## src/pe_set_cfg_pkg.sv

```systemverilog
`default_nettype none

package pe_set_cfg_pkg;

    // Array size
    localparam int NUM_COL    = 8;
    localparam int KERNEL_MAX = 8;

    // Datapath widths, weights and ifmap data are signed
    localparam int DATA_WIDTH = 16;
    localparam int ACC_WIDTH  = 40;

    // Column index and group tag, top tag bit marks an unused column
    localparam int COL_WIDTH  = $clog2(NUM_COL);
    localparam int TAG_WIDTH  = $clog2(NUM_COL) + 1;

    // Kernel size runs 1..KERNEL_MAX
    localparam int KSIZE_WIDTH = $clog2(KERNEL_MAX + 1);
    localparam int PTR_WIDTH   = $clog2(KERNEL_MAX);

    // Running group end in the tag sweep, can pass NUM_COL
    localparam int SPAN_WIDTH  = $clog2(NUM_COL + KERNEL_MAX + 1);

endpackage

`default_nettype wire

```

## src/pe_set_cmd_pkg.sv

```systemverilog
`default_nettype none

package pe_set_cmd_pkg;

    // Host command opcodes, also carried on the X bus
    typedef enum logic [1:0] {
        OP_NOP          = 2'd0,
        OP_LOAD_WEIGHT  = 2'd1,
        OP_STREAM_IFMAP = 2'd2
    } bus_op_e;

    // Tag allocator sweep
    typedef enum logic {
        ALLOC_IDLE  = 1'b0,
        ALLOC_SWEEP = 1'b1
    } alloc_state_e;

    // Weight flush sweep in the bus controller
    typedef enum logic {
        FLUSH_IDLE  = 1'b0,
        FLUSH_SWEEP = 1'b1
    } flush_state_e;

endpackage

`default_nettype wire

```

## src/tag_alloc.sv

```systemverilog
`timescale 1ns/10ps
`default_nettype none

module tag_alloc
    import pe_set_cfg_pkg::*, pe_set_cmd_pkg::*;
(
    input  wire logic                               clk,
    input  wire logic                               rst_n,
    input  wire logic                               flush_tag,
    input  wire logic [KSIZE_WIDTH-1:0]             kernel_size,
    output logic                                    tag_busy,
    output logic      [NUM_COL-1:0][TAG_WIDTH-1:0]  tag,
    output logic      [NUM_COL-1:0]                 tag_lock
);

    alloc_state_e           state;
    logic [COL_WIDTH-1:0]   col_idx;
    logic [PTR_WIDTH-1:0]   in_grp;
    logic [COL_WIDTH-1:0]   grp;
    logic [SPAN_WIDTH-1:0]  grp_end;
    logic [KSIZE_WIDTH-1:0] ks_q;
    logic                   grp_last;
    logic                   col_locked;

    // Last column of the current group
    assign grp_last   = (KSIZE_WIDTH'(in_grp) == ks_q - 1'b1);

    // Group runs past the array, so it is incomplete
    assign col_locked = (grp_end > SPAN_WIDTH'(NUM_COL));

    always_ff @(posedge clk) begin
        if (!rst_n) begin
            state    <= ALLOC_IDLE;
            col_idx  <= '0;
            in_grp   <= '0;
            grp      <= '0;
            grp_end  <= '0;
            ks_q     <= '0;
            tag      <= '1;
            tag_lock <= '1;
        end else begin
            case (state)
                ALLOC_IDLE: begin
                    if (flush_tag) begin
                        state    <= ALLOC_SWEEP;
                        col_idx  <= '0;
                        in_grp   <= '0;
                        grp      <= '0;
                        grp_end  <= SPAN_WIDTH'(kernel_size);
                        ks_q     <= kernel_size;
                        tag_lock <= '1;
                    end
                end
                ALLOC_SWEEP: begin
                    tag[col_idx]      <= {col_locked, grp};
                    tag_lock[col_idx] <= col_locked;
                    if (grp_last) begin
                        in_grp  <= '0;
                        grp     <= grp + 1'b1;
                        grp_end <= grp_end + SPAN_WIDTH'(ks_q);
                    end else begin
                        in_grp <= in_grp + 1'b1;
                    end
                    if (col_idx == COL_WIDTH'(NUM_COL - 1)) begin
                        state <= ALLOC_IDLE;
                    end else begin
                        col_idx <= col_idx + 1'b1;
                    end
                end
                default: state <= ALLOC_IDLE;
            endcase
        end
    end

    assign tag_busy = (state == ALLOC_SWEEP);

endmodule

`default_nettype wire

```

## config.mk

```make
export PLATFORM = sky130hd
export DESIGN_NAME = tag_alloc
export DESIGN_NICKNAME = d
export VERILOG_FILES = /design/src/pe_set_cfg_pkg.sv /design/src/pe_set_cmd_pkg.sv /design/src/tag_alloc.sv
export SDC_FILE = /design/constraint.sdc
export NUM_CORES = 1
export LEC_CHECK = 0
export ABC_CLOCK_PERIOD_IN_PS = 2200
export BUFFER_PORTS_ARGS = -buffer_cell sky130_fd_sc_hd__buf_2
export CORE_ASPECT_RATIO = 1.2
export CORE_MARGIN = 5
export CORE_UTILIZATION = 45
export CTS_BUF_LIST = sky130_fd_sc_hd__clkbuf_4 sky130_fd_sc_hd__clkbuf_8
export CTS_CLUSTER_DIAMETER = 40
export CTS_CLUSTER_SIZE = 30
export DETAILED_ROUTE_END_ITERATION = 8
export PLACE_DENSITY_LB_ADDON = 0.15
export SYNTH_ARGS = -nofsm -noshare
export SYNTH_HDL_FRONTEND = slang
export SYNTH_SLANG_ARGS = --single-unit
```

## constraint.sdc

```tcl
create_clock -name clk -period 2.2 [get_ports clk]
set_input_delay 0.66 -clock clk [delete_from_list [all_inputs] [get_ports clk]]
set_output_delay 0.66 -clock clk [all_outputs]
set_load 0.005 [all_outputs]
```

Yosys cells after proc, flatten, opt, wreduce, memory -nomap -nowiden
Index checks and enable logic that the tools add are counted.
Word-level totals
  input bits: 7
  register bits: 59
  word-level logic and storage cells: 54
  output and inout port bits: 41
Cells by class
  bitwise gates (word level): 1
  order comparisons: 3
  add/subtract/negate cells: 5
  reductions and logical operators: 4
  multiplexer cells: 21
  eq/ne operators: 5
Operators by type and width (count)
  bitwise mux 32 bit: 1
  one-hot mux 3 bit (2 select lines): 3
  one-hot mux 8 bit (2 select lines): 1
  demux 4 bit (select 3 bit): 1
  two-way mux 3 bit: 4
  two-way mux 5 bit: 2
  one-hot mux 5 bit (2 select lines): 1
  adder 3 x 1 -> 3 bit (second input constant): 3
  bitwise mux 8 bit: 1
  two-way mux 8 bit: 1
  AND reduction 2 bit: 3
  adder 5 x 4 -> 5 bit: 1
  > comparator 5 x 4 -> 1 bit (second input constant): 1
  equality test 3 x 4 -> 1 bit: 1
  < comparator 3 x 4 -> 1 bit (second input constant): 1
  two-way mux 4 bit: 1
  inequality test 2 bit (second input constant): 2
  subtractor 4 x 1 -> 4 bit (second input constant): 1
  demux 1 bit (select 3 bit): 1
  equality test 3 bit (second input constant): 1
  >= comparator 3 x 1 -> 1 bit (second input constant): 1
  two-way mux 1 bit: 3
  inequality test 2 x 1 -> 1 bit (second input constant): 1
  one-hot mux 1 bit (2 select lines): 1
  other kinds (2): 2

Logic depth before layout (Yosys ltp)
  depth in word-level cells: 6
  gate-level depth with buffers: 7
  mapped depth without buffers: 7

Worst setup path after synthesis
Ideal clock, no wire load.
  path type: register -> register
  start: register ks_q[0]
  end: register grp_end[4]
  period minus slack after synthesis: 1.668 ns
  cell stages (with the launch flop): 8
  path slack: 0.532 ns
  data required time: 2.073 ns
  arrival time: 1.541 ns
  path buffers: 0
  setup time: 0.127 ns
  cells stage by stage: dfxtp_1 > ha_1 > inv_1 > fa_1 > nor2b_1 > o21a_1 > o31ai_1 > or3_1
On the way
  longest elaborated chain between the ends: 4
  elaborated cells on any way between the ends: 7
  classes of those cells: 2 x add/sub; 2 x eq/ne; 2 x mux; 1 x reduce/logical
RTL lines
  start: declaration: line tag_alloc.sv:21  | logic [KSIZE_WIDTH-1:0] ks_q;
  start signal: assignment: line tag_alloc.sv:50  | ks_q <= kernel_size;
  subtractor 4 x 1 -> 4 bit: line tag_alloc.sv:26  | assign grp_last = (KSIZE_WIDTH'(in_grp) == ks_q - 1'b1);
  equality test 3 x 4 -> 1 bit: line tag_alloc.sv:26
  inequality test 2 x 1 -> 1 bit (no line)
  AND reduction 2 bit (no line)
  end signal: assignment: line tag_alloc.sv:49  | grp_end <= SPAN_WIDTH'(kernel_size);
  end signal: assignment: line tag_alloc.sv:60  | grp_end <= grp_end + SPAN_WIDTH'(ks_q);
  end: declaration: line tag_alloc.sv:20  | logic [SPAN_WIDTH-1:0] grp_end;
Parallel ways exist; a longest one is shown, timed or not. The select of a mux whose other input is x is not followed.
A chain may end at the register's enable or synchronous reset.

Final worst setup path
  start: register ks_q[0]
  end: register grp[0]
On the way
  longest elaborated chain between the ends: 4
RTL lines
  subtractor 4 x 1 -> 4 bit: line tag_alloc.sv:26
  equality test 3 x 4 -> 1 bit: line tag_alloc.sv:26
  inequality test 2 x 1 -> 1 bit (no line)
  AND reduction 2 bit (no line)
  end signal: assignment: line tag_alloc.sv:59  | grp <= grp + 1'b1;
  end: declaration: line tag_alloc.sv:19  | logic [COL_WIDTH-1:0] grp;
Every way passes these cells.

==> reports/results.txt <==
Rel. slew slack: 59.1%
Synth top area share: 45.3%
Avg Inst Size Synth: 9.08 um2
CTS tree: done
CTS max path bufs: 2
Critical Path, Cell by Cell: inv_1 -> ha_1 -> xor3_1 -> o22ai_2 -> buf_4 -> a31oi_1 -> a211oi_2
Critical Path RT: 2.45 ns
Top delay family on crit path: compound AO/OA/AOI/OAI gates
Fillers: 529
Nets: 355
postcts setup bufs: 0
EDFF count, synth: 0
vias in the first global route: 2020
Worst Tran Pin Value: 0.613 ns
status: complete, no violations
GP Congestion: 0.864
initial antenna violation count: 0
Initial Util: 46.3%
CP Max Fanout: 8
PortBufs: 47
Resized cells post-CTS: 0
crit share post-route: 83.1%
final setup TNS: 0 ns
Starting DRT DRC Count: 116
IO Pins: 48
worst skew pair latency: 0.33 ns
H-tree levels: 3
Die Ht: 93.4 um
Vias: 2160
Core Rows: 30
Internal Pwr Total: 1.75 mW
Cells after Synth: 287
Seq/Total Area, Yosys: 45.3%
max_cap viols: 0
Arr. time, crit path: 2.08 ns
final setup vio count: 0
Max Freq: 547 MHz
area leader, netlist: dfxtp_1
register share of total power: 48.6%
area delta synth->final: 19.5%
RSZ-0062 raised after global routing: no
FFs w/ async S/R, synth: 0%
drt drc: 0
min-delay worst type: reg2reg
yosys warns: 0
Die W: 79.5 um
core box area: 5630 um2
Critical-path top delay cell: dfxtp_1
Crit path largest cell delay: 0.39 ns
Avg WL per Cell: 14.6 um
startpoint types: flop
Worst Path Class, Setup: reg2reg
Final WS setup: 0.372 ns
Slew Limit Fails: 0
number of diodes: 0
cts hold-fix bufs: 0
Synth Cell Area: 2610 um2
FF+latch area: 1180 um2
Clk Tree Root Cell: clkbuf_8
Synth cell types: 48
via density per instance: 5.31
leakage dissipation: 1.30 nW
DP Worst Slack: 0.307 ns
Max VDD drop: 0.346 mV
Sw Pwr: 562 uW
WL final: 5.95 mm
Clock Sinks: 59
syn nets: 304
largest cells by area after synthesis: dfxtp_1 (45%), mux2i_1 (8.1%), nand2_1 (6.6%)
die area: 7420 um2
CTS Buf Count: 9
DP HPWL: 4.31 mm
Total GRT Usage: 17.1%
Net Sw Frac: 24.3%
Reg clk slew, reported paths: 0.06 ns
Logic pwr share: 9.7%
Synth Register Bits: 59
Critical Path Sink Type: flop
multi-input logic area: 1320 um2
skew final: 0.0105 ns
largest net degree at the start of global routing: 21
first-pass GRT wire length: 9.80 mm
Commonest cells post-synth: dfxtp_1 (59), nand2_1 (46), nor2_1 (35)
drt pass-1 iters: 4
top_reg_cell synth: dfxtp_1
power per standard cell area: 744 nW/um2
clock network power share: 41.7%
most common cell in the netlist: dfxtp_1
Hold Fails Final Rpt: 0
Final ANT Viol Nets: 0
sum of buffers and inverters on the critical path: 2
layout cells sized above 1: 24.2%
GRT overflow: 0
fin crit period: 1.83 ns
==> metrics by stage <==
step / area (um2) / instances / hold slack [ns] / util [%] / power, mW
2_1_floorplan: 2610 / 287 / 0.462 / - / 1.31
3_3_place_gp: 2920 / 391 / 0.449 / 51.8 / 1.37
3_5_place_dp: 2920 / 391 / 0.451 / 51.8 / 1.38
4_1_cts: 3110 / 407 / 0.468 / 55.3 / 2.34
5_1_grt: 3110 / 407 / 0.494 / 55.3 / 2.43
6_report: 3110 / 407 / 0.463 / 55.3 / 2.32
==> flip-flops by register name (all words and copies together), names as in the netlist <==
register	count
col_idx	3
in_grp	3
ks_q	4
grp	3
grp_end	5
tag_lock	8
tag_busy	1
tag	32
==> layout by cell type, fill, tap and decap left out, types with 2 or more instances in the layout <==
cell	synthesis	final
o21a_1	2	2
buf_4	0	10
mux2i_1	21	21
dfxtp_1	59	59
nand3_1	11	11
xor2_1	4	4
nand2_1	46	46
inv_1	5	5
a22oi_1	2	2
a311oi_1	4	4
nand2b_1	3	3
o31ai_1	2	2
nand4b_1	2	2
nor3b_2	2	2
nor2b_1	2	2
a31oi_1	4	4
nor2_1	35	35
clkbuf_8	0	10
nor3b_1	3	3
clkinv_2	0	3
o21ai_0	16	16
nor4_1	2	2
nand4_1	2	2
nor3_1	4	4
a211oi_1	2	2
ha_1	9	9
a21o_1	3	3
a21oi_1	6	6
buf_2	1	47
==> final cells by class <==
type / count / area share, %
multi-input cells: 205 / 42.5
repair buffers: 57 / 9.96
flip-flops and latches: 59 / 37.9
clock buffers: 11 / 4.66
well taps: 64 / 2.57
clock inverters: 5 / 1.69
inverters: 6 / 0.723
==> layer usage <==
layer	vias to the layer above	track usage, %	wire, um
li1	1104	-	-
met1	992	19.9	2530
met2	54	29.2	3000
met3	10	4.43	320
met4	0	7.31	92
met5	-	0	0
==> worst paths after layout <==
path            from       to  slack, ns  cells past startpoint
min          tag[13]  tag[13]       0.46                      2
min reg2reg  tag[13]  tag[13]       0.46                      2
max          ks_q[0]   grp[0]       0.37                      7
max reg2reg  ks_q[0]   grp[0]       0.37                      7
==> power groups by stage <==
stage | Clock, mW | Sequential, mW | Combinational (mW)
finish | 0.966 | 1.13 | 0.224
global route | 1.05 | 1.13 | 0.250
CTS | 0.992 | 1.13 | 0.226
detailed placement | 0 | 1.15 | 0.225
global placement | 0 | 1.15 | 0.222
floorplan | 0 | 1.14 | 0.168
==> logic make-up after synthesis <==
logic type / Yosys count / synth area share, %
AOI/OAI and AO/OA: 49 / 13.4
xor gates and xnor gates: 6 / 2.59
adders and majority gates: 10 / 5.09
buffers and inverters: 23 / 3.94
DFF: 59 / 45.3
muxes: 22 / 8.50
and+or+nand+nor: 118 / 21.2
==> worst min-delay path: cells and delay by family (launching register included) <==
| kind | cells | cell delay, ns |
|---|---|---|
| flip-flops | 1 | 0.32 |
| AND/OR/NAND/NOR | 2 | 0.11 |
(Power assumes the default switching activity.)
