File: config.mk
export PLATFORM = sky130hd
export DESIGN_NAME = glb_pe_flat
export DESIGN_NICKNAME = d
export VERILOG_FILES = /design/src/pe_set_cfg_pkg.sv /design/src/pe_set_cmd_pkg.sv /design/src/x_bus_if.sv /design/src/glb_pe.sv /design/src/flat_wrapper.sv
export SDC_FILE = /design/constraint.sdc
export NUM_CORES = 1
export LEC_CHECK = 0
export ABC_AREA = 1
export BUFFER_PORTS_ARGS = -buffer_cell sky130_fd_sc_hd__buf_4
export CAP_MARGIN = 15
export CORE_ASPECT_RATIO = 1.25
export CORE_MARGIN = 2
export CORE_UTILIZATION = 37
export DETAILED_ROUTE_END_ITERATION = 8
export PLACE_DENSITY = 0.48
export SYNTH_ARGS = -nofsm -noshare
export SYNTH_HDL_FRONTEND = slang
export SYNTH_SLANG_ARGS = --single-unit
File: constraint.sdc
create_clock -name clk -period 9.05 [get_ports clk]
set_input_delay 0 -clock clk [delete_from_list [all_inputs] [get_ports clk]]
set_output_delay 0 -clock clk [all_outputs]
set_load 0.03 [all_outputs]
File: src/pe_set_cfg_pkg.sv
`default_nettype none

package pe_set_cfg_pkg;

    // Array size
    localparam int NUM_COL    = 8;
    localparam int KERNEL_MAX = 8;

    // Datapath widths, weights and ifmap data are signed
    localparam int DATA_WIDTH = 16;
    localparam int ACC_WIDTH  = 40;

    // Column index and group tag, top tag bit marks an unused column
    localparam int COL_WIDTH  = $clog2(NUM_COL);
    localparam int TAG_WIDTH  = $clog2(NUM_COL) + 1;

    // Kernel size runs 1..KERNEL_MAX
    localparam int KSIZE_WIDTH = $clog2(KERNEL_MAX + 1);
    localparam int PTR_WIDTH   = $clog2(KERNEL_MAX);

    // Running group end in the tag sweep, can pass NUM_COL
    localparam int SPAN_WIDTH  = $clog2(NUM_COL + KERNEL_MAX + 1);

endpackage

`default_nettype wire

File: src/pe_set_cmd_pkg.sv
`default_nettype none

package pe_set_cmd_pkg;

    // Host command opcodes, also carried on the X bus
    typedef enum logic [1:0] {
        OP_NOP          = 2'd0,
        OP_LOAD_WEIGHT  = 2'd1,
        OP_STREAM_IFMAP = 2'd2
    } bus_op_e;

    // Tag allocator sweep
    typedef enum logic {
        ALLOC_IDLE  = 1'b0,
        ALLOC_SWEEP = 1'b1
    } alloc_state_e;

    // Weight flush sweep in the bus controller
    typedef enum logic {
        FLUSH_IDLE  = 1'b0,
        FLUSH_SWEEP = 1'b1
    } flush_state_e;

endpackage

`default_nettype wire

File: src/x_bus_if.sv
`timescale 1ns/10ps
`default_nettype none

interface x_bus_if
    import pe_set_cfg_pkg::*, pe_set_cmd_pkg::*;
();

    // Command broadcast, bus_valid strobes for one cycle
    logic                          bus_valid;
    bus_op_e                       bus_op;
    logic        [TAG_WIDTH-1:0]   bus_tag;
    logic signed [DATA_WIDTH-1:0]  bus_data;

    // Kernel size latched at the last tag flush
    logic        [KSIZE_WIDTH-1:0] k_size;

    // Weight flush, one slot per cycle
    logic                          wclr;
    logic        [PTR_WIDTH-1:0]   wclr_idx;

    modport ctrl (
        output bus_valid, bus_op, bus_tag, bus_data,
        output k_size,
        output wclr, wclr_idx
    );

    modport pe (
        input bus_valid, bus_op, bus_tag, bus_data,
        input k_size,
        input wclr, wclr_idx
    );

endinterface

`default_nettype wire
File: src/glb_pe.sv
`timescale 1ns/10ps
`default_nettype none

module glb_pe
    import pe_set_cfg_pkg::*, pe_set_cmd_pkg::*;
(
    input  wire logic                    clk,
    input  wire logic                    rst_n,
    input  wire logic [TAG_WIDTH-1:0]    tag,
    input  wire logic                    tag_lock,
    x_bus_if.pe                          bus,
    input  wire logic                    psum_take,
    output logic                         psum_pending,
    output logic signed [ACC_WIDTH-1:0]  psum_value
);

    logic signed [DATA_WIDTH-1:0] w_mem [KERNEL_MAX];
    logic        [PTR_WIDTH-1:0]  wr_ptr;
    logic        [PTR_WIDTH-1:0]  rd_ptr;
    logic signed [ACC_WIDTH-1:0]  acc;

    logic                         hit;
    logic                         do_load;
    logic                         do_stream;
    logic        [KSIZE_WIDTH-1:0] k_last;
    logic                         wr_last;
    logic                         rd_last;
    logic signed [ACC_WIDTH-1:0]  prod;
    logic signed [ACC_WIDTH-1:0]  acc_sum;
    logic                         psum_load;

    // Locked columns never answer
    assign hit       = bus.bus_valid && !tag_lock && (bus.bus_tag == tag);
    assign do_load   = hit && (bus.bus_op == OP_LOAD_WEIGHT);
    assign do_stream = hit && (bus.bus_op == OP_STREAM_IFMAP);

    assign k_last  = bus.k_size - 1'b1;
    assign wr_last = (KSIZE_WIDTH'(wr_ptr) == k_last);
    assign rd_last = (KSIZE_WIDTH'(rd_ptr) == k_last);

    // Signed MAC in accumulator width
    assign prod    = bus.bus_data * w_mem[rd_ptr];
    assign acc_sum = acc + prod;

    // New sum is dropped while the old one is still held
    assign psum_load = do_stream && rd_last && (!psum_pending || psum_take);

    ////////////////////////////////////////////////////////////////////////////
    // Weight slots
    ////////////////////////////////////////////////////////////////////////////

    always_ff @(posedge clk) begin
        if (bus.wclr) begin
            w_mem[bus.wclr_idx] <= '0;
        end else if (do_load) begin
            w_mem[wr_ptr] <= bus.bus_data;
        end
    end

    ////////////////////////////////////////////////////////////////////////////
    // Pointers and accumulator
    ////////////////////////////////////////////////////////////////////////////

    always_ff @(posedge clk) begin
        if (!rst_n || bus.wclr) begin
            wr_ptr <= '0;
            rd_ptr <= '0;
            acc    <= '0;
        end else begin
            if (do_load) begin
                wr_ptr <= wr_last ? '0 : wr_ptr + 1'b1;
            end
            if (do_stream) begin
                // Window done, restart for the next one
                if (rd_last) begin
                    rd_ptr <= '0;
                    acc    <= '0;
                end else begin
                    rd_ptr <= rd_ptr + 1'b1;
                    acc    <= acc_sum;
                end
            end
        end
    end

    // Held sum for the collector
    always_ff @(posedge clk) begin
        if (!rst_n) begin
            psum_pending <= 1'b0;
        end else if (psum_load) begin
            psum_pending <= 1'b1;
        end else if (psum_take) begin
            psum_pending <= 1'b0;
        end
    end

    always_ff @(posedge clk) begin
        if (psum_load) begin
            psum_value <= acc_sum;
        end
    end

endmodule

`default_nettype wire

File: src/flat_wrapper.sv
// flat-port wrapper written by rule: the top's interface ports become plain ports
module glb_pe_flat import pe_set_cfg_pkg::*, pe_set_cmd_pkg::*;
  (clk, rst_n, tag, tag_lock, psum_take, psum_pending, psum_value, bus_bus_valid, bus_bus_op, bus_bus_tag, bus_bus_data, bus_k_size, bus_wclr, bus_wclr_idx);
  x_bus_if bus_i ();
  input  wire logic clk;
  input  wire logic rst_n;
  input  wire logic [TAG_WIDTH-1:0] tag;
  input  wire logic tag_lock;
  input  wire logic psum_take;
  output logic psum_pending;
  output logic signed [ACC_WIDTH-1:0] psum_value;
  input wire logic [$bits(bus_i.bus_valid)-1:0] bus_bus_valid;
  input wire logic [$bits(bus_i.bus_op)-1:0] bus_bus_op;
  input wire logic [$bits(bus_i.bus_tag)-1:0] bus_bus_tag;
  input wire logic [$bits(bus_i.bus_data)-1:0] bus_bus_data;
  input wire logic [$bits(bus_i.k_size)-1:0] bus_k_size;
  input wire logic [$bits(bus_i.wclr)-1:0] bus_wclr;
  input wire logic [$bits(bus_i.wclr_idx)-1:0] bus_wclr_idx;
  assign bus_i.bus_valid = bus_bus_valid;
  assign bus_i.bus_op = bus_bus_op;
  assign bus_i.bus_tag = bus_bus_tag;
  assign bus_i.bus_data = bus_bus_data;
  assign bus_i.k_size = bus_k_size;
  assign bus_i.wclr = bus_wclr;
  assign bus_i.wclr_idx = bus_wclr_idx;
  glb_pe u_core (.clk(clk), .rst_n(rst_n), .tag(tag), .tag_lock(tag_lock), .bus(bus_i), .psum_take(psum_take), .psum_pending(psum_pending), .psum_value(psum_value));
endmodule
After elaboration in Yosys (flattened, before gate mapping)
Memories as Yosys holds them, arrays and structs flattened. A register that Yosys moved wholly into a read port is not among the register bits.
Index checks and enable logic that the tools add are counted.
{"block": "totals", "register_bits": 87, "latch_bits": 0, "ramBits": 128, "mem_bits_ro": 0, "input_bits": 39, "output_inout_bits": 41, "elab_cells": 44, "n_memories": 1}
{"block": "op_classes", "addsub": 4, "n_mul": 1, "div": 0, "magnitude_cmp": 0, "n_eq_ne": 5, "n_shift": 0, "n_mux": 15, "bitwise": 0, "reduce_logical": 13}
{"memory": "u_core.w_mem", "words": 8, "width": 16, "read_ports": 1, "rd_clocked_by_memory_dff": 1, "write_ports": 1, "line": "glb_pe.sv:17", "source": "logic signed [DATA_WIDTH-1:0] w_mem [KERNEL_MAX];"}
{"op": "$add A40 B40 Y40", "n": 1}
{"op": "$mux W40", "n": 1}
{"op": "$mul A16 B16 Y32", "n": 1}
{"op": "$mux W16", "n": 1}
{"op": "$reduce_or A16 Y1", "n": 1}
{"op": "$mux W3", "n": 5}
{"op": "$eq A3 B4 Y1", "n": 2}
{"op": "$mux W1", "n": 8}
{"op": "$add A3 B1 Y3 const B", "n": 2}
{"op": "$logic_and A1 B1 Y1", "n": 6}
{"op": "$eq A4 B4 Y1", "n": 1}
{"op": "$sub A4 B1 Y4 const B", "n": 1}
{"op": "$logic_not A1 Y1", "n": 3}
{"op": "$eq A2 B1 Y1 const B", "n": 1}
{"op": "$eq A2 B2 Y1 const B", "n": 1}
{"op": "$logic_or A1 B1 Y1", "n": 2}
{"op": "$reduce_bool A2 Y1", "n": 1}

Depth between registers and ports, before layout
{"block": "depth", "ltp_word": 9, "depth_mapped": 46, "depth_no_buf": 43}

Worst setup path after synthesis
No wires, ideal clock.
{"block": "synth_path", "path_type": "register to register", "startpoint": "register (tool-made name)", "endpoint": "register u_core.psum_value[39] (data pin)", "setup_ns": 0.255, "arrival_ns": 7.333, "required_ns": 8.795, "path_slack_ns": 1.463, "path_stages_with_launch": 34, "path_buffers": 2, "period_less_slack_ns": 7.587, "path_cell_list": "dfxtp_1 buf_2 clkbuf_1 nor2_1 o221ai_1 nand2_1 nor2_1 fa_1 fa_1 fa_1 fa_1 fa_1 inv_1 fa_1 inv_1 ha_1 nand2_1 nor4_1 nand3_1 nand3_1 nand4_1 nand2_1 xnor2_1 inv_1 ha_1 nand2_1 inv_1 a21oi_1 nand2_1 a21oi_1 nand3_1 nand2_1 nand3_1 and2_1"}
{"item": "to (signal assigned)", "line": "glb_pe.sv:99", "source": "psum_value <= acc_sum;"}
{"item": "to (decl)", "line": "glb_pe.sv:14", "source": "output logic signed [ACC_WIDTH-1:0] psum_value"}

==> Flow_metrics.wiki <==
{| class="wikitable"
! Metric !! Value
|-
| Outcome || finished, final reports clean
|-
| Portion of the post-synthesis area used by sequential elements || around 29%
|-
| Die area || 0.05885 sq mm
|-
| Vias || 16409
|-
| Peak fanout along the critical path || 14
|-
| Syn avg cell area || 8.688 sq um
|-
| Clock root buffer || sky130_fd_sc_hd__clkbuf_16
|-
| Count of warnings emitted by yosys || 0
|-
| Number of endpoints failing setup at the final stage || 0
|-
| Layout Skew || around 0.027 ns
|-
| Post-Place Cell Area || 0.02273 sq mm
|-
| Required time of the worst setup path || ~9.4 ns
|-
| Type of element launching the critical path || register
|-
| Distinct cell type count of the synthesized netlist || 45
|-
| Placed insts || 3233
|-
| Slowest stage cell, crit path || sky130_fd_sc_hd__fa_1
|-
| Number of antenna violations at the first check in global routing || 0
|-
| Fill cells || 5639
|-
| Overflow left after global routing || 0
|-
| Clock tree from TritonCTS || done
|-
| Die Y || 270.7 microns
|-
| Flop and latch count out of synthesis || approximately 220
|-
| Net count after synthesis || 2854
|-
| Top area cells in the synthesized netlist || sky130_fd_sc_hd__fa_1 (25%), sky130_fd_sc_hd__edfxtp_1 (24%), sky130_fd_sc_hd__nand2_1 (8.2%)
|-
| Wire length of the first global-routing pass || 98410 microns
|-
| Multi-input gate area || around 0.013 sq mm
|-
| TritonCTS Buffers || 26
|-
| Worst relative slew slack || 42.51%
|-
| Fraction of synthesis flops using an asynchronous set or reset pin || 0%
|-
| Number of detailed-route iterations in the first pass || 5
|-
| Placer Congestion || 0.8988
|-
| Net count, final || 2964
|-
| Clock transition at the register clock pins on the worst setup and hold paths after CTS || 0.06 ns
|-
| Placed wire-length estimate || 50500 microns
|-
| Mean number of vias per cell || roughly 5.0
|-
| Hold depth || 6
|-
| Post-route antenna net violation count || 0
|-
| Buffers on Ports || 79
|-
| Number of DRC violations after detailed routing || 0
|-
| Synthesized area || around 0.021 sq mm
|-
| Arrival time of the worst setup path || 8.80 ns
|-
| Area of all placed cells without fillers || 0.02374 sq mm
|-
| Number of global-route vias before repair || 17407
|-
| CP endpoint kind || register
|-
| Largest net degree at the start of global routing || 50
|-
| DRT Wirelength || 62170 microns
|-
| Insertion delay to the later sink of the worst-skew pair || 0.56 ns
|-
| Final worst hold slack || about 0.030 ns
|-
| Post-detailed-route wirelength per cell || 18.86 microns
|-
| Share of the clock period used by the worst path after layout || 93.73%
|-
| Sequential cell area || ~0.0060 sq mm
|-
| Buffer levels on the longest clock path || 3
|-
| Total global routing track utilization || roughly 22%
|-
| Worst R2R Path Depth || 31
|-
| Pin slew with the least headroom to its limit || 0.8610 ns
|-
| Core occupancy in the finished layout || 42.25%
|-
| Most area-hungry cell type in the Yosys netlist || sky130_fd_sc_hd__fa_1
|-
| Placeable Area || 0.05619 sq mm
|-
| Max-slew violation total from the final report || 0
|-
| Most frequent cell on the critical path || sky130_fd_sc_hd__fa_1
|-
| Final critical delay including setup and external delays || about 8.5 ns
|-
| Filler-free cell count of the finished design || 3296
|-
| P&R area growth vs syn || 12.74%
|-
| Starting density of the core || 37.48%
|-
| Fraction of final layout cells with drive strength greater than 1 || a little under a tenth
|-
| Leading register cell type out of synthesis || sky130_fd_sc_hd__edfxtp_1
|-
| Worst Hold Class || in2reg
|-
| Leading cell type by number of instances after synthesis || sky130_fd_sc_hd__nand2_1
|-
| Delay contributed by the slowest stage of the critical path || 0.57 ns
|-
| Top-level I/O count || 80
|-
| Cell row count || 97
|-
| Violation count after the first detailed-route iteration || 838
|-
| Number of max-cap violations || 0
|-
| Num Clock Sinks || approximately 220
|-
| Number of enable-type register cells in the synthesized netlist || 168
|-
| Endpoints failing hold || 0
|-
| Ant diodes || 0
|-
| DIE WIDTH || 217.4 microns
|-
| Max Fclk || 0.1179 GHz
|-
| Commonest cells in the synthesized netlist || sky130_fd_sc_hd__nand2_1 (462), sky130_fd_sc_hd__inv_1 (433), sky130_fd_sc_hd__nor2_1 (330), sky130_fd_sc_hd__fa_1 (263), sky130_fd_sc_hd__edfxtp_1 (168)
|-
| Top-area cell type share of the netlist area || 25.00%
|-
| Type of the worst setup path || reg2reg
|-
| H-tree Lvls || 1
|-
| Cell count after synthesis || 2424
|}
-- cells by family after synthesis --
logic type,after synthesis,synth area share (%)
xor gates and xnor gates,66,2.923
buffers and inverters,517,9.411
adders and majority gates,391,32.61
AOI/OAI and AO/OA,289,7.967
and+or+nand+nor,943,18.38
DFF,218,28.71
-- per-stage QoR --
stage	setup WS (ns)	TNS, ns
final	0.5671	0
after global routing	-0.004978	-0.004978
after CTS	0.2845	0
after detailed placement	0.3273	0
after global placement	0.3504	0
after floorplan	1.463	0
-- worst paths after layout --
| kind | startpoint | to | slack [ns] |
|---|---|---|---|
| worst max-delay path | register | u_core.psum_value[38] | 0.57 |
| worst min-delay path | bus_bus_tag[3] | register | 0.03 |
| worst max register to register | register | u_core.psum_value[38] | 0.57 |
| worst min register to register | u_core.acc[8] | u_core.acc[8] | 0.47 |
-- area by class of cell --
cell class | instances | share of cell area [%]
Clock buffer | 28 | 2.772
Clock inverter | 20 | 0.8116
Inverter | 452 | 7.162
Multi-Input combinational cell | 1689 | 54.99
Sequential cell | 218 | 25.47
Tap cell | 742 | 3.910
Timing Repair Buffer | 147 | 4.890
-- cells in the final DEF (no fill, tap or decap), types with 12 or more instances in the layout --
cell type / instances
sky130_fd_sc_hd__xnor2_1: 22
sky130_fd_sc_hd__xor2_1: 39
sky130_fd_sc_hd__inv_1: 431
sky130_fd_sc_hd__nand3_1: 68
sky130_fd_sc_hd__nand2_1: 459
sky130_fd_sc_hd__fa_1: 262
sky130_fd_sc_hd__buf_4: 132
sky130_fd_sc_hd__inv_2: 12
sky130_fd_sc_hd__clkbuf_16: 26
sky130_fd_sc_hd__and2_1: 14
sky130_fd_sc_hd__nand4_1: 14
sky130_fd_sc_hd__nor2_1: 329
sky130_fd_sc_hd__dfxtp_1: 49
sky130_fd_sc_hd__o221ai_1: 30
sky130_fd_sc_hd__o21ai_0: 93
sky130_fd_sc_hd__dlygate4sd3_1: 13
sky130_fd_sc_hd__a21oi_1: 114
sky130_fd_sc_hd__clkinv_1: 12
sky130_fd_sc_hd__edfxtp_1: 168
sky130_fd_sc_hd__ha_1: 128
sky130_fd_sc_hd__nand2_2: 14
-- metal layers --
layer  share of wire [%]  GRT usage, %
met1                  40         25.65
met2                  53         40.24
met3                 3.9         2.417
met4                 3.6         7.192
met5                   0             0
-- state kept, by name, summed over array words and instances, names as in the netlist, named ones only --
signal,cells
u_core.w_mem,128
u_core.wr_ptr,3
u_core.psum_pending,1
u_core.rd_ptr,3
u_core.psum_value,40
u_core.acc,40
-- what timing repair did --
| item | CTS | global route |
|---|---|---|
| buffers inserted | 0 | 2 |
| gates resized for setup | 0 | 9 |
| endpoints found under the hold margin | 8 | 0 |
| endpoints found under the setup margin | 0 | 21 |
| hold buffers | 13 | 0 |
-- critical path: cells and delay by family, from the launching register on --
| family | cells | cell delay [ns] |
|---|---|---|
| AOI/OAI and AO/OA | 9 | 2.06 |
| xor gates and xnor gates | 1 | 0.22 |
| adders and majority gates | 8 | 3.60 |
| buffers and inverters | 6 | 0.86 |
| DFF | 1 | 0.45 |
| and+or+nand+nor | 7 | 1.03 |
Power is left out: the tool's default activity adds up to more than one toggle a clock period on the data nets, which glitch-free logic cannot reach.
