$ cat config.mk
export PLATFORM = sky130hd
export DESIGN_NAME = psum_collect
export DESIGN_NICKNAME = d
export VERILOG_FILES = /design/src/pe_set_cfg_pkg.sv /design/src/psum_collect.sv
export SDC_FILE = /design/constraint.sdc
export NUM_CORES = 1
export LEC_CHECK = 0
export BUFFER_PORTS_ARGS = -buffer_cell sky130_fd_sc_hd__buf_2
export CORE_AREA = 5 5 144 146
export CTS_CLUSTER_DIAMETER = 200
export CTS_CLUSTER_SIZE = 25
export DETAILED_ROUTE_END_ITERATION = 16
export DIE_AREA = 0 0 149 151
export GPL_TIMING_DRIVEN = 0
export SYNTH_ARGS = -nofsm -noshare
export SYNTH_HDL_FRONTEND = slang
export SYNTH_SLANG_ARGS = --single-unit
$ cat constraint.sdc
create_clock -name clk -period 5.4 [get_ports clk]
set_clock_uncertainty 0.1 [all_clocks]
set_input_delay 0.27 -clock clk [delete_from_list [all_inputs] [get_ports clk]]
set_output_delay 0.27 -clock clk [all_outputs]
set_load 0.02 [all_outputs]
$ cat src/pe_set_cfg_pkg.sv
`default_nettype none

package pe_set_cfg_pkg;

    // Array size
    localparam int NUM_COL    = 8;
    localparam int KERNEL_MAX = 8;

    // Datapath widths, weights and ifmap data are signed
    localparam int DATA_WIDTH = 16;
    localparam int ACC_WIDTH  = 40;

    // Column index and group tag, top tag bit marks an unused column
    localparam int COL_WIDTH  = $clog2(NUM_COL);
    localparam int TAG_WIDTH  = $clog2(NUM_COL) + 1;

    // Kernel size runs 1..KERNEL_MAX
    localparam int KSIZE_WIDTH = $clog2(KERNEL_MAX + 1);
    localparam int PTR_WIDTH   = $clog2(KERNEL_MAX);

    // Running group end in the tag sweep, can pass NUM_COL
    localparam int SPAN_WIDTH  = $clog2(NUM_COL + KERNEL_MAX + 1);

endpackage

`default_nettype wire

$ cat src/psum_collect.sv
`timescale 1ns/10ps
`default_nettype none

module psum_collect
    import pe_set_cfg_pkg::*;
(
    input  wire logic                               clk,
    input  wire logic                               rst_n,
    input  wire logic [NUM_COL-1:0]                 psum_pending,
    input  wire logic [NUM_COL-1:0][ACC_WIDTH-1:0]  psum_value,
    output logic      [NUM_COL-1:0]                 psum_take,
    output logic                                    psum_valid,
    output logic      [COL_WIDTH-1:0]               psum_col,
    output logic signed [ACC_WIDTH-1:0]             psum_data
);

    logic [NUM_COL-1:0]   eligible;
    logic                 pick_any;
    logic [COL_WIDTH-1:0] pick_idx;

    // Column taken last cycle still shows pending for one more cycle
    assign eligible = psum_pending & ~psum_take;

    // Lowest index wins
    always_comb begin
        pick_any = 1'b0;
        pick_idx = '0;
        for (int i = NUM_COL - 1; i >= 0; i--) begin
            if (eligible[i]) begin
                pick_any = 1'b1;
                pick_idx = COL_WIDTH'(i);
            end
        end
    end

    always_ff @(posedge clk) begin
        if (!rst_n) begin
            psum_valid <= 1'b0;
            psum_take  <= '0;
        end else begin
            psum_valid <= pick_any;
            psum_take  <= pick_any ? (NUM_COL'(1) << pick_idx) : '0;
        end
    end

    always_ff @(posedge clk) begin
        if (pick_any) begin
            psum_col  <= pick_idx;
            psum_data <= psum_value[pick_idx];
        end
    end

endmodule

`default_nettype wire

# Yosys cells after proc, flatten, opt, wreduce, memory -nomap -nowiden
# Index checks and enable logic that the tools add are counted.
# classes
bitwise_logic,2
n_reduce_logical,1
shift,1
mux,18
order_cmp,1
# ops
operator,n
binary-select mux 40 bit (select 3 bit),1
two-way mux 40 bit,1
two-way mux 3 bit,8
AND 8 bit,1
two-way mux 1 bit,8
inverter 8 bit,1
left shift 1 x 3 -> 8 bit (first input constant),1
< comparator 3 x 4 -> 1 bit (second input constant),1
AND reduction 2 bit,1
# totals
inputBits,330
ff_bits,52
output_inout_bits,52
wordCells,27

# Logic depth before layout (Yosys ltp)
# Gate-level depths: netlist (run 1).
# logic_depth
depth_word,12
depth_mapped,10
ltp_nobuf,7

# Least setup slack after synthesis (run 1)
# OpenSTA, ideal clock, no wires.
# synth_path
kind,reg-to-reg
startpoint,reg psum_take[4]
endpoint,reg psum_valid
t_arrival_ns,2.489
stages_incl_launch_ff,6
slack_ns,2.688
t_required_ns,5.177
setup_time_ns,0.123
path_buffers,1
cell_sequence,dfxtp_1 nor2b_1 buf_2 or4_4 nand2b_1 and2_1
# synth_via
elab_chain_len,7
# synth_lines
element,line,source
"start, declared",psum_collect.sv:11,"output logic [NUM_COL-1:0] psum_take,"
"start signal, assigned",psum_collect.sv:42,psum_take <= pick_any ? (NUM_COL'(1) << pick_idx) : '0;
inverter 8 bit,psum_collect.sv:22,assign eligible = psum_pending & ~psum_take;
AND 8 bit,psum_collect.sv:22,
two-way mux 1 bit (5 in series),psum_collect.sv:29,if (eligible[i]) begin
named net pick_any,psum_collect.sv:18,logic pick_any;
"end signal, assigned",psum_collect.sv:41,psum_valid <= pick_any;
"end, declared",psum_collect.sv:12,"output logic psum_valid,"
# The timed path passes the listed nets, and every way through them passes these cells.
# A chain may end at the register's enable or synchronous reset.

# Worst setup path in the final report (run 1)
# layout_path
startpoint,reg psum_take[2]
endpoint,reg psum_data[2] (data pin)
# layout_via
elab_chain_len,7
# layout_lines
element,line,source
inverter 8 bit,psum_collect.sv:22,
AND 8 bit,psum_collect.sv:22,
two-way mux 3 bit (3 in series),psum_collect.sv:29,
binary-select mux 40 bit (select 3 bit),psum_collect.sv:49,psum_data <= psum_value[pick_idx];
two-way mux 40 bit (not written as such),psum_collect.sv:49,
"end signal, assigned",psum_collect.sv:49,
"end, declared",psum_collect.sv:14,output logic signed [ACC_WIDTH-1:0] psum_data
# No other way between the ends. The select of a mux whose other input is x is not followed.

==> impl_metrics.env, run 1 <==
export IMPL_outcome="complete, no violations"
export IMPL_drt_iter0_drc=256
export IMPL_synth_ff_type="edfxtp_1"
export IMPL_fmax_mhz=351
export IMPL_cts_root_buf="clkbuf_16"
export IMPL_leakagePower_nw=3.44
export IMPL_hold_path_class="in2reg"
export IMPL_grt_ovfl_total=0
export IMPL_slowest_delay_ns=0.58
export IMPL_synthDistinctLibCells=48
export IMPL_ys_seq_area_share_pct=30.1
export IMPL_dieWidth_um=149
export IMPL_hold_viol=0
export IMPL_wl_um=27800
export IMPL_cts_sinks=52
export IMPL_cts_htree_levels=2
export IMPL_max_cap_violations=0
export IMPL_clock_latency_ns=0.31
export IMPL_cp_end_kind="flip-flop"
export IMPL_tns_ns=0
export IMPL_synth_edf_count=43
export IMPL_first_global_vias=6787
export IMPL_setup_violations_final=0
export IMPL_synthCells=609
export IMPL_ys_top_cells_by_area="edfxtp_1 26%, nand3_1 6.7%, a2111oi_2 5.2%"
export IMPL_p_comb_share_pct=39.6
export IMPL_place_congestion=0.949
export IMPL_cp_required_ns=5.35
export IMPL_grt_max_degree=30
export IMPL_clk_pin_slew_worst_paths_ns=0.08
export IMPL_avgSynthCellArea_um2=8.03
export IMPL_post_cts_resized=0
export IMPL_dp_hpwl_um=22700
export IMPL_relSlewSlack_pct=53.8
export IMPL_area_growth_pct=50.6
export IMPL_ys_seq_elements=52
export IMPL_cts_buffers=5
export IMPL_period_minus_slack_ns=2.85
export IMPL_yosysWarningCount=0
export IMPL_synthArstFlopShare_pct=0
export IMPL_antenna_found_initial=6
export IMPL_setup_slack_ns=2.55
export IMPL_worstPathCellList="and2b_1 > or2_1 > o21ai_2 > clkbuf_1 > a21oi_1 > nor3_1 > a211oi_1"
export IMPL_power_switching_mw=0.573
export IMPL_p_sw_share_pct=35.8
export IMPL_drc=0
export IMPL_p_int_mw=1.03
export IMPL_power_density_mw_per_mm2=217
export IMPL_power_frac_clock_pct=28.3
export IMPL_drive_gt1_share_pct=44.9
export IMPL_cts_tree="yes"
export IMPL_place_ws_ns=2.51
export IMPL_min_period_over_period_pct=52.8
export IMPL_yosysTopAreaCellShare_pct=26.4
export IMPL_vdd_ir_drop_max_v=0.000128
export IMPL_wl_per_cell_um=21.9
export IMPL_drt_pass1_iterations=4
export IMPL_cts_hold_buf=0
export IMPL_row_count=51
export IMPL_worst_pin_slew_ns=0.694
export IMPL_cp_num_buf_inv=1
export IMPL_cts_setup_buffers=0
export IMPL_synth_nets=939
export IMPL_p_seq_share_pct=32.1
export IMPL_crit_slowest_cell="clkbuf_1"
export IMPL_port_buffers=381
export IMPL_critPathTopFamily="simple AND/OR/NAND/NOR gates"
export IMPL_start_kind="flip-flop"
export IMPL_coreArea_mm2=0.0193
export IMPL_critical_path_class="reg2reg"
export IMPL_grt_total_usage_pct=23.2
export IMPL_nNetsFinal=1328
export IMPL_die_h_um=151
export IMPL_dieArea_mm2=0.0225
export IMPL_rsz0062_at_grt="no"
export IMPL_ios=382
export IMPL_viasPerCell=5.23
export IMPL_cp_max_fo=10
export IMPL_syn_area_mm2=0.00489
export IMPL_grt_pass1_wl_um=39600
export IMPL_vias=6628
export IMPL_crit_arrival_ns=2.80
export IMPL_clk_path_buf_depth=2
export IMPL_start_util_pct=25.4
export IMPL_synth_area_leader_cell="edfxtp_1"
export IMPL_ant_nets=0
export IMPL_drv_slew=0
-- area by class of cell --
cell class,instances,area [µm²]
Fill cell,2087,11900
Buffer,56,272
Clock buffer,7,175
Antenna cell,4,10.0
Timing Repair Buffer,382,1930
Tap cell,265,332
Multi-Input combinational cell,497,3130
Clock inverter,1,30.0
Sequential cell,52,1470
Inverter,4,15.0
-- routing by layer --
metal,vias to the layer above,part of all wire [%],GRT usage [%]
met2,347,51,42.7
li1,3160,-,-
met4,4,2.5,6.91
met1,3078,38,26.9
met5,-,0.097,0
met3,39,8.3,5.39
-- cell usage after synthesis (2+ instances only) --
master,n
o221ai_1,17
a221oi_1,2
and2_1,3
nand2_1,62
nor3_1,44
a21oi_1,43
a2111oi_2,17
mux2_2,2
mux2i_1,19
nand2b_1,21
and2b_1,2
inv_1,3
edfxtp_1,43
nand4_1,2
o22ai_1,21
and3_1,18
a211o_1,2
clkbuf_1,31
a211oi_1,22
o21ai_0,43
nor2b_1,6
o21ai_2,2
nand3_1,65
a21o_1,22
dfxtp_1,9
buf_2,18
buf_6,4
buf_4,2
nor2_1,24
o2111ai_1,22
-- worst paths after layout --
| kind | slack (ns) | from | to | cells past startpoint |
|---|---|---|---|---|
| setup reg to reg | 2.55 | psum_take[2]$_SDFF_PP0_ | psum_data[2]$_DFFE_PP_ | 7 |
| setup / recovery | 2.55 | psum_take[2]$_SDFF_PP0_ | psum_data[2]$_DFFE_PP_ | 7 |
| hold / removal | 0.14 | rst_n | psum_valid$_SDFF_PN0_ | 2 |
| hold reg to reg | 0.66 | psum_take[0]$_SDFF_PP0_ | psum_take[0]$_SDFF_PP0_ | 2 |
-- registers in the layout, indices dropped and copies added, names as in the netlist --
signal,flops
psum_take,8
psum_valid,1
psum_col,3
psum_data,40
-- worst reg2reg max path, cell delays in order (launching register included) --
cell      delay (ns)
dfxtp_1         0.34
and2b_1         0.30
or2_1           0.34
o21ai_2         0.36
clkbuf_1        0.58
a21oi_1         0.25
nor3_1          0.24
a211oi_1        0.08
-- power by group through the flow --
stage,sequential [mW],combinational [mW],clock [mW]
after floorplan,0.596,0.278,0
after detailed placement,0.522,0.636,0
after global placement,0.521,0.634,0
after global routing,0.517,0.689,0.473
final,0.513,0.634,0.453
after CTS,0.514,0.639,0.463
-- cells in the final DEF (no fill, tap or decap), types with 2 or more instances in the layout --
| master | synthesis | routed |
|---|---|---|
| a2111oi_2 | 17 | 17 |
| a211o_1 | 2 | 2 |
| a211oi_1 | 22 | 22 |
| a21o_1 | 22 | 22 |
| a21oi_1 | 43 | 43 |
| a221oi_1 | 2 | 2 |
| and2_1 | 3 | 3 |
| and2b_1 | 2 | 2 |
| and3_1 | 18 | 18 |
| buf_2 | 18 | 399 |
| buf_4 | 2 | 2 |
| buf_6 | 4 | 4 |
| clkbuf_1 | 31 | 31 |
| clkbuf_16 | 0 | 7 |
| dfxtp_1 | 9 | 9 |
| diode_2 | 0 | 4 |
| edfxtp_1 | 43 | 43 |
| inv_1 | 3 | 3 |
| mux2_2 | 2 | 2 |
| mux2i_1 | 19 | 19 |
| nand2_1 | 62 | 62 |
| nand2b_1 | 21 | 20 |
| nand3_1 | 65 | 65 |
| nand4_1 | 2 | 2 |
| nor2_1 | 24 | 24 |
| nor2b_1 | 6 | 6 |
| nor3_1 | 44 | 44 |
| o2111ai_1 | 22 | 22 |
| o21ai_0 | 43 | 43 |
| o21ai_2 | 2 | 2 |
| o221ai_1 | 17 | 17 |
| o22ai_1 | 21 | 21 |
-- logic make-up (layout without fill, tap and decap cells) --
logic type	after synthesis	in the layout	share of synthesized area (%)
buffers and inverters	60	450	5.86
muxes	21	21	4.35
and+or+nand+nor	255	255	26.2
DFF	52	52	30.1
other	0	4	0
AOI/OAI and AO/OA	221	221	33.5
-- metrics by stage --
stage          std cells  hold WS, ns  utilization [%]  area (µm²)  total power, mW
2_1_floorplan        609        0.292                -        4890            0.873
3_3_place_gp        1255        0.462             37.0        7130             1.15
3_5_place_dp        1256        0.467             37.1        7150             1.16
4_1_cts             1264        0.140             38.2        7360             1.62
5_1_grt             1268        0.157             38.2        7370             1.68
6_report            1268        0.143             38.2        7370             1.60
(Power assumes the default switching activity.)
==> run 2, diff against run 1 <==
Settings changed: CORE_AREA 5 5 144 146 to 5 5 145 147, DIE_AREA 0 0 149 151 to 0 0 150 152.
Clock period 5.4 ns to 2.9 ns, I/O delays scaled along.
==> impl_metrics.env, run 2 (synthesized netlist as in run 1, its figures left out) <==
export IMPL_outcome="complete, no violations"
export IMPL_grt_max_degree=28
export IMPL_vias=6589
export IMPL_final_cell_mix="397 x buf_2, 65 x nand3_1, 62 x nand2_1"
export IMPL_power_density_mw_per_mm2=382
export IMPL_dp_cells=1261
export IMPL_crit_arrival_ns=2.74
export IMPL_cp_end_kind="flip-flop"
export IMPL_dp_hpwl_um=22100
export IMPL_cts_setup_buffers=0
export IMPL_whs_ns=0.0286
export IMPL_grt_ovfl_total=0
export IMPL_first_global_vias=6612
export IMPL_coreArea_mm2=0.0198
export IMPL_worst_pin_slew_ns=0.627
export IMPL_layout_commonest_cell="buf_2"
export IMPL_setup_violations_final=0
export IMPL_drv_slew=0
export IMPL_wl_um=27200
export IMPL_drt_iter0_drc=391
export IMPL_cts_root_buf="clkbuf_16"
export IMPL_cp_required_ns=2.90
export IMPL_p_seq_share_pct=34.1
export IMPL_start_util_pct=24.7
export IMPL_dieWidth_um=150
export IMPL_final_util_pct=37.1
export IMPL_ant_nets=0
export IMPL_die_h_um=152
export IMPL_cts_hold_buf=0
export IMPL_fmax_mhz=365
export IMPL_clock_latency_ns=0.31
export IMPL_clk_path_buf_depth=2
export IMPL_power_mw=2.80
export IMPL_p_int_mw=1.73
export IMPL_area_growth_pct=49.9
export IMPL_power_frac_clock_pct=23.7
export IMPL_cp_max_fo=10
export IMPL_tns_ns=0
export IMPL_cts_buffers=5
export IMPL_period_minus_slack_ns=2.74
export IMPL_max_cap_violations=0
export IMPL_place_congestion=0.938
export IMPL_cts_htree_levels=2
export IMPL_wl_per_cell_um=21.3
export IMPL_critical_path_class="reg2reg"
export IMPL_layoutNonFillerInstCount=1274
export IMPL_leakagePower_nw=3.42
export IMPL_clk_pin_slew_worst_paths_ns=0.08
export IMPL_grt_pass1_wl_um=38400
export IMPL_cts_tree="yes"
export IMPL_cts_sinks=52
export IMPL_hold_path_class="in2reg"
export IMPL_drt_pass1_iterations=5
export IMPL_vdd_ir_drop_max_v=0.000206
export IMPL_dieArea_mm2=0.0228
export IMPL_start_kind="flip-flop"
export IMPL_port_buffers=381
export IMPL_ios=382
export IMPL_p_comb_share_pct=42.2
export IMPL_rsz0062_at_grt="yes"
export IMPL_drc=0
export IMPL_largest_registers="psum_data x40, psum_take x8, psum_col x3"
export IMPL_hold_viol=0
export IMPL_largest_reg_flops=40
export IMPL_power_switching_mw=1.07
export IMPL_relSlewSlack_pct=58.2
export IMPL_regMostFlops="psum_data"
export IMPL_min_period_over_period_pct=94.4
export IMPL_row_count=52
export IMPL_grt_total_usage_pct=22.1
export IMPL_viasPerCell=5.17
export IMPL_n_fill_cell=2176
export IMPL_p_sw_share_pct=38.3
export IMPL_nNetsFinal=1328
export IMPL_antenna_found_initial=11
export IMPL_drive_gt1_share_pct=45.2
-- run 2: changes by cell type in the layout (fill, tap and decap cells not counted), moves of 2 or more --
cell / change
buf_2: -2
clkbuf_2: +2
clkbuf_1: -2
clkbuf_16: -2
clkbuf_4: +2
-- run 2: repair_timing --
action                     CTS  global route
setup endpoints to repair    0            21
gates resized for setup      0             7
hold endpoints to repair     0             0
-- run 2: worst paths after layout --
path,startpoint,to,slack (ns),cells after the start
worst min register to register,psum_take[0]$_SDFF_PP0_,psum_take[0]$_SDFF_PP0_,0.65,2
worst min-delay path,rst_n,psum_valid$_SDFF_PN0_,0.03,2
worst max register to register,psum_take[1]$_SDFF_PP0_,psum_data[11]$_DFFE_PP_,0.16,7
worst max-delay path,psum_take[1]$_SDFF_PP0_,psum_data[11]$_DFFE_PP_,0.16,7
-- run 2: final cells by class --
| cell class | count | area (µm²) | area share [%] |
|---|---|---|---|
| Antenna cell | 5 | 12.5 | 0.171 |
| Inverter | 4 | 15.0 | 0.205 |
| Timing Repair Buffer | 382 | 1930 | 26.3 |
| Tap cell | 270 | 338 | 4.61 |
| Sequential cell | 52 | 1470 | 20.1 |
| Clock buffer | 5 | 125 | 1.71 |
| Multi-Input combinational cell | 497 | 3140 | 42.8 |
| Clock inverter | 3 | 27.5 | 0.375 |
| Buffer | 56 | 279 | 3.81 |
-- run 2: stage by stage --
step                      setup WS, ns  area (µm²)
after detailed placement        0.0382        7160
after CTS                       0.0161        7310
after floorplan                  0.188        4890
after global placement          -0.613        7130
final                            0.163        7330
after global routing          -0.00708        7330
-- run 2: critical path: stages, from the launching register on --
cell and delay (ns):
dfxtp_1 0.34, and2b_1 0.32, nand2_1 0.44, o311a_1 0.36
buf_2 0.32, a21o_1 0.22, o22ai_1 0.08, a211oi_1 0.34
-- run 2: layer usage --
| metal | routed length (µm) | vias up | GRT usage, % |
|---|---|---|---|
| met1 | 10200 | 3000 | 26.3 |
| met5 | 81 | - | 0 |
| met4 | 622 | 12 | 7.23 |
| met3 | 2650 | 45 | 6.37 |
| li1 | - | 3163 | - |
| met2 | 13600 | 369 | 38.0 |
-- run 2: power by group through the flow --
stage	sequential, mW	combinational, mW	clock, mW
floorplan	1.11	0.517	0
global placement	0.972	1.18	0
detailed placement	0.973	1.18	0
CTS	0.957	1.18	0.686
global route	0.964	1.28	0.706
finish	0.956	1.18	0.664
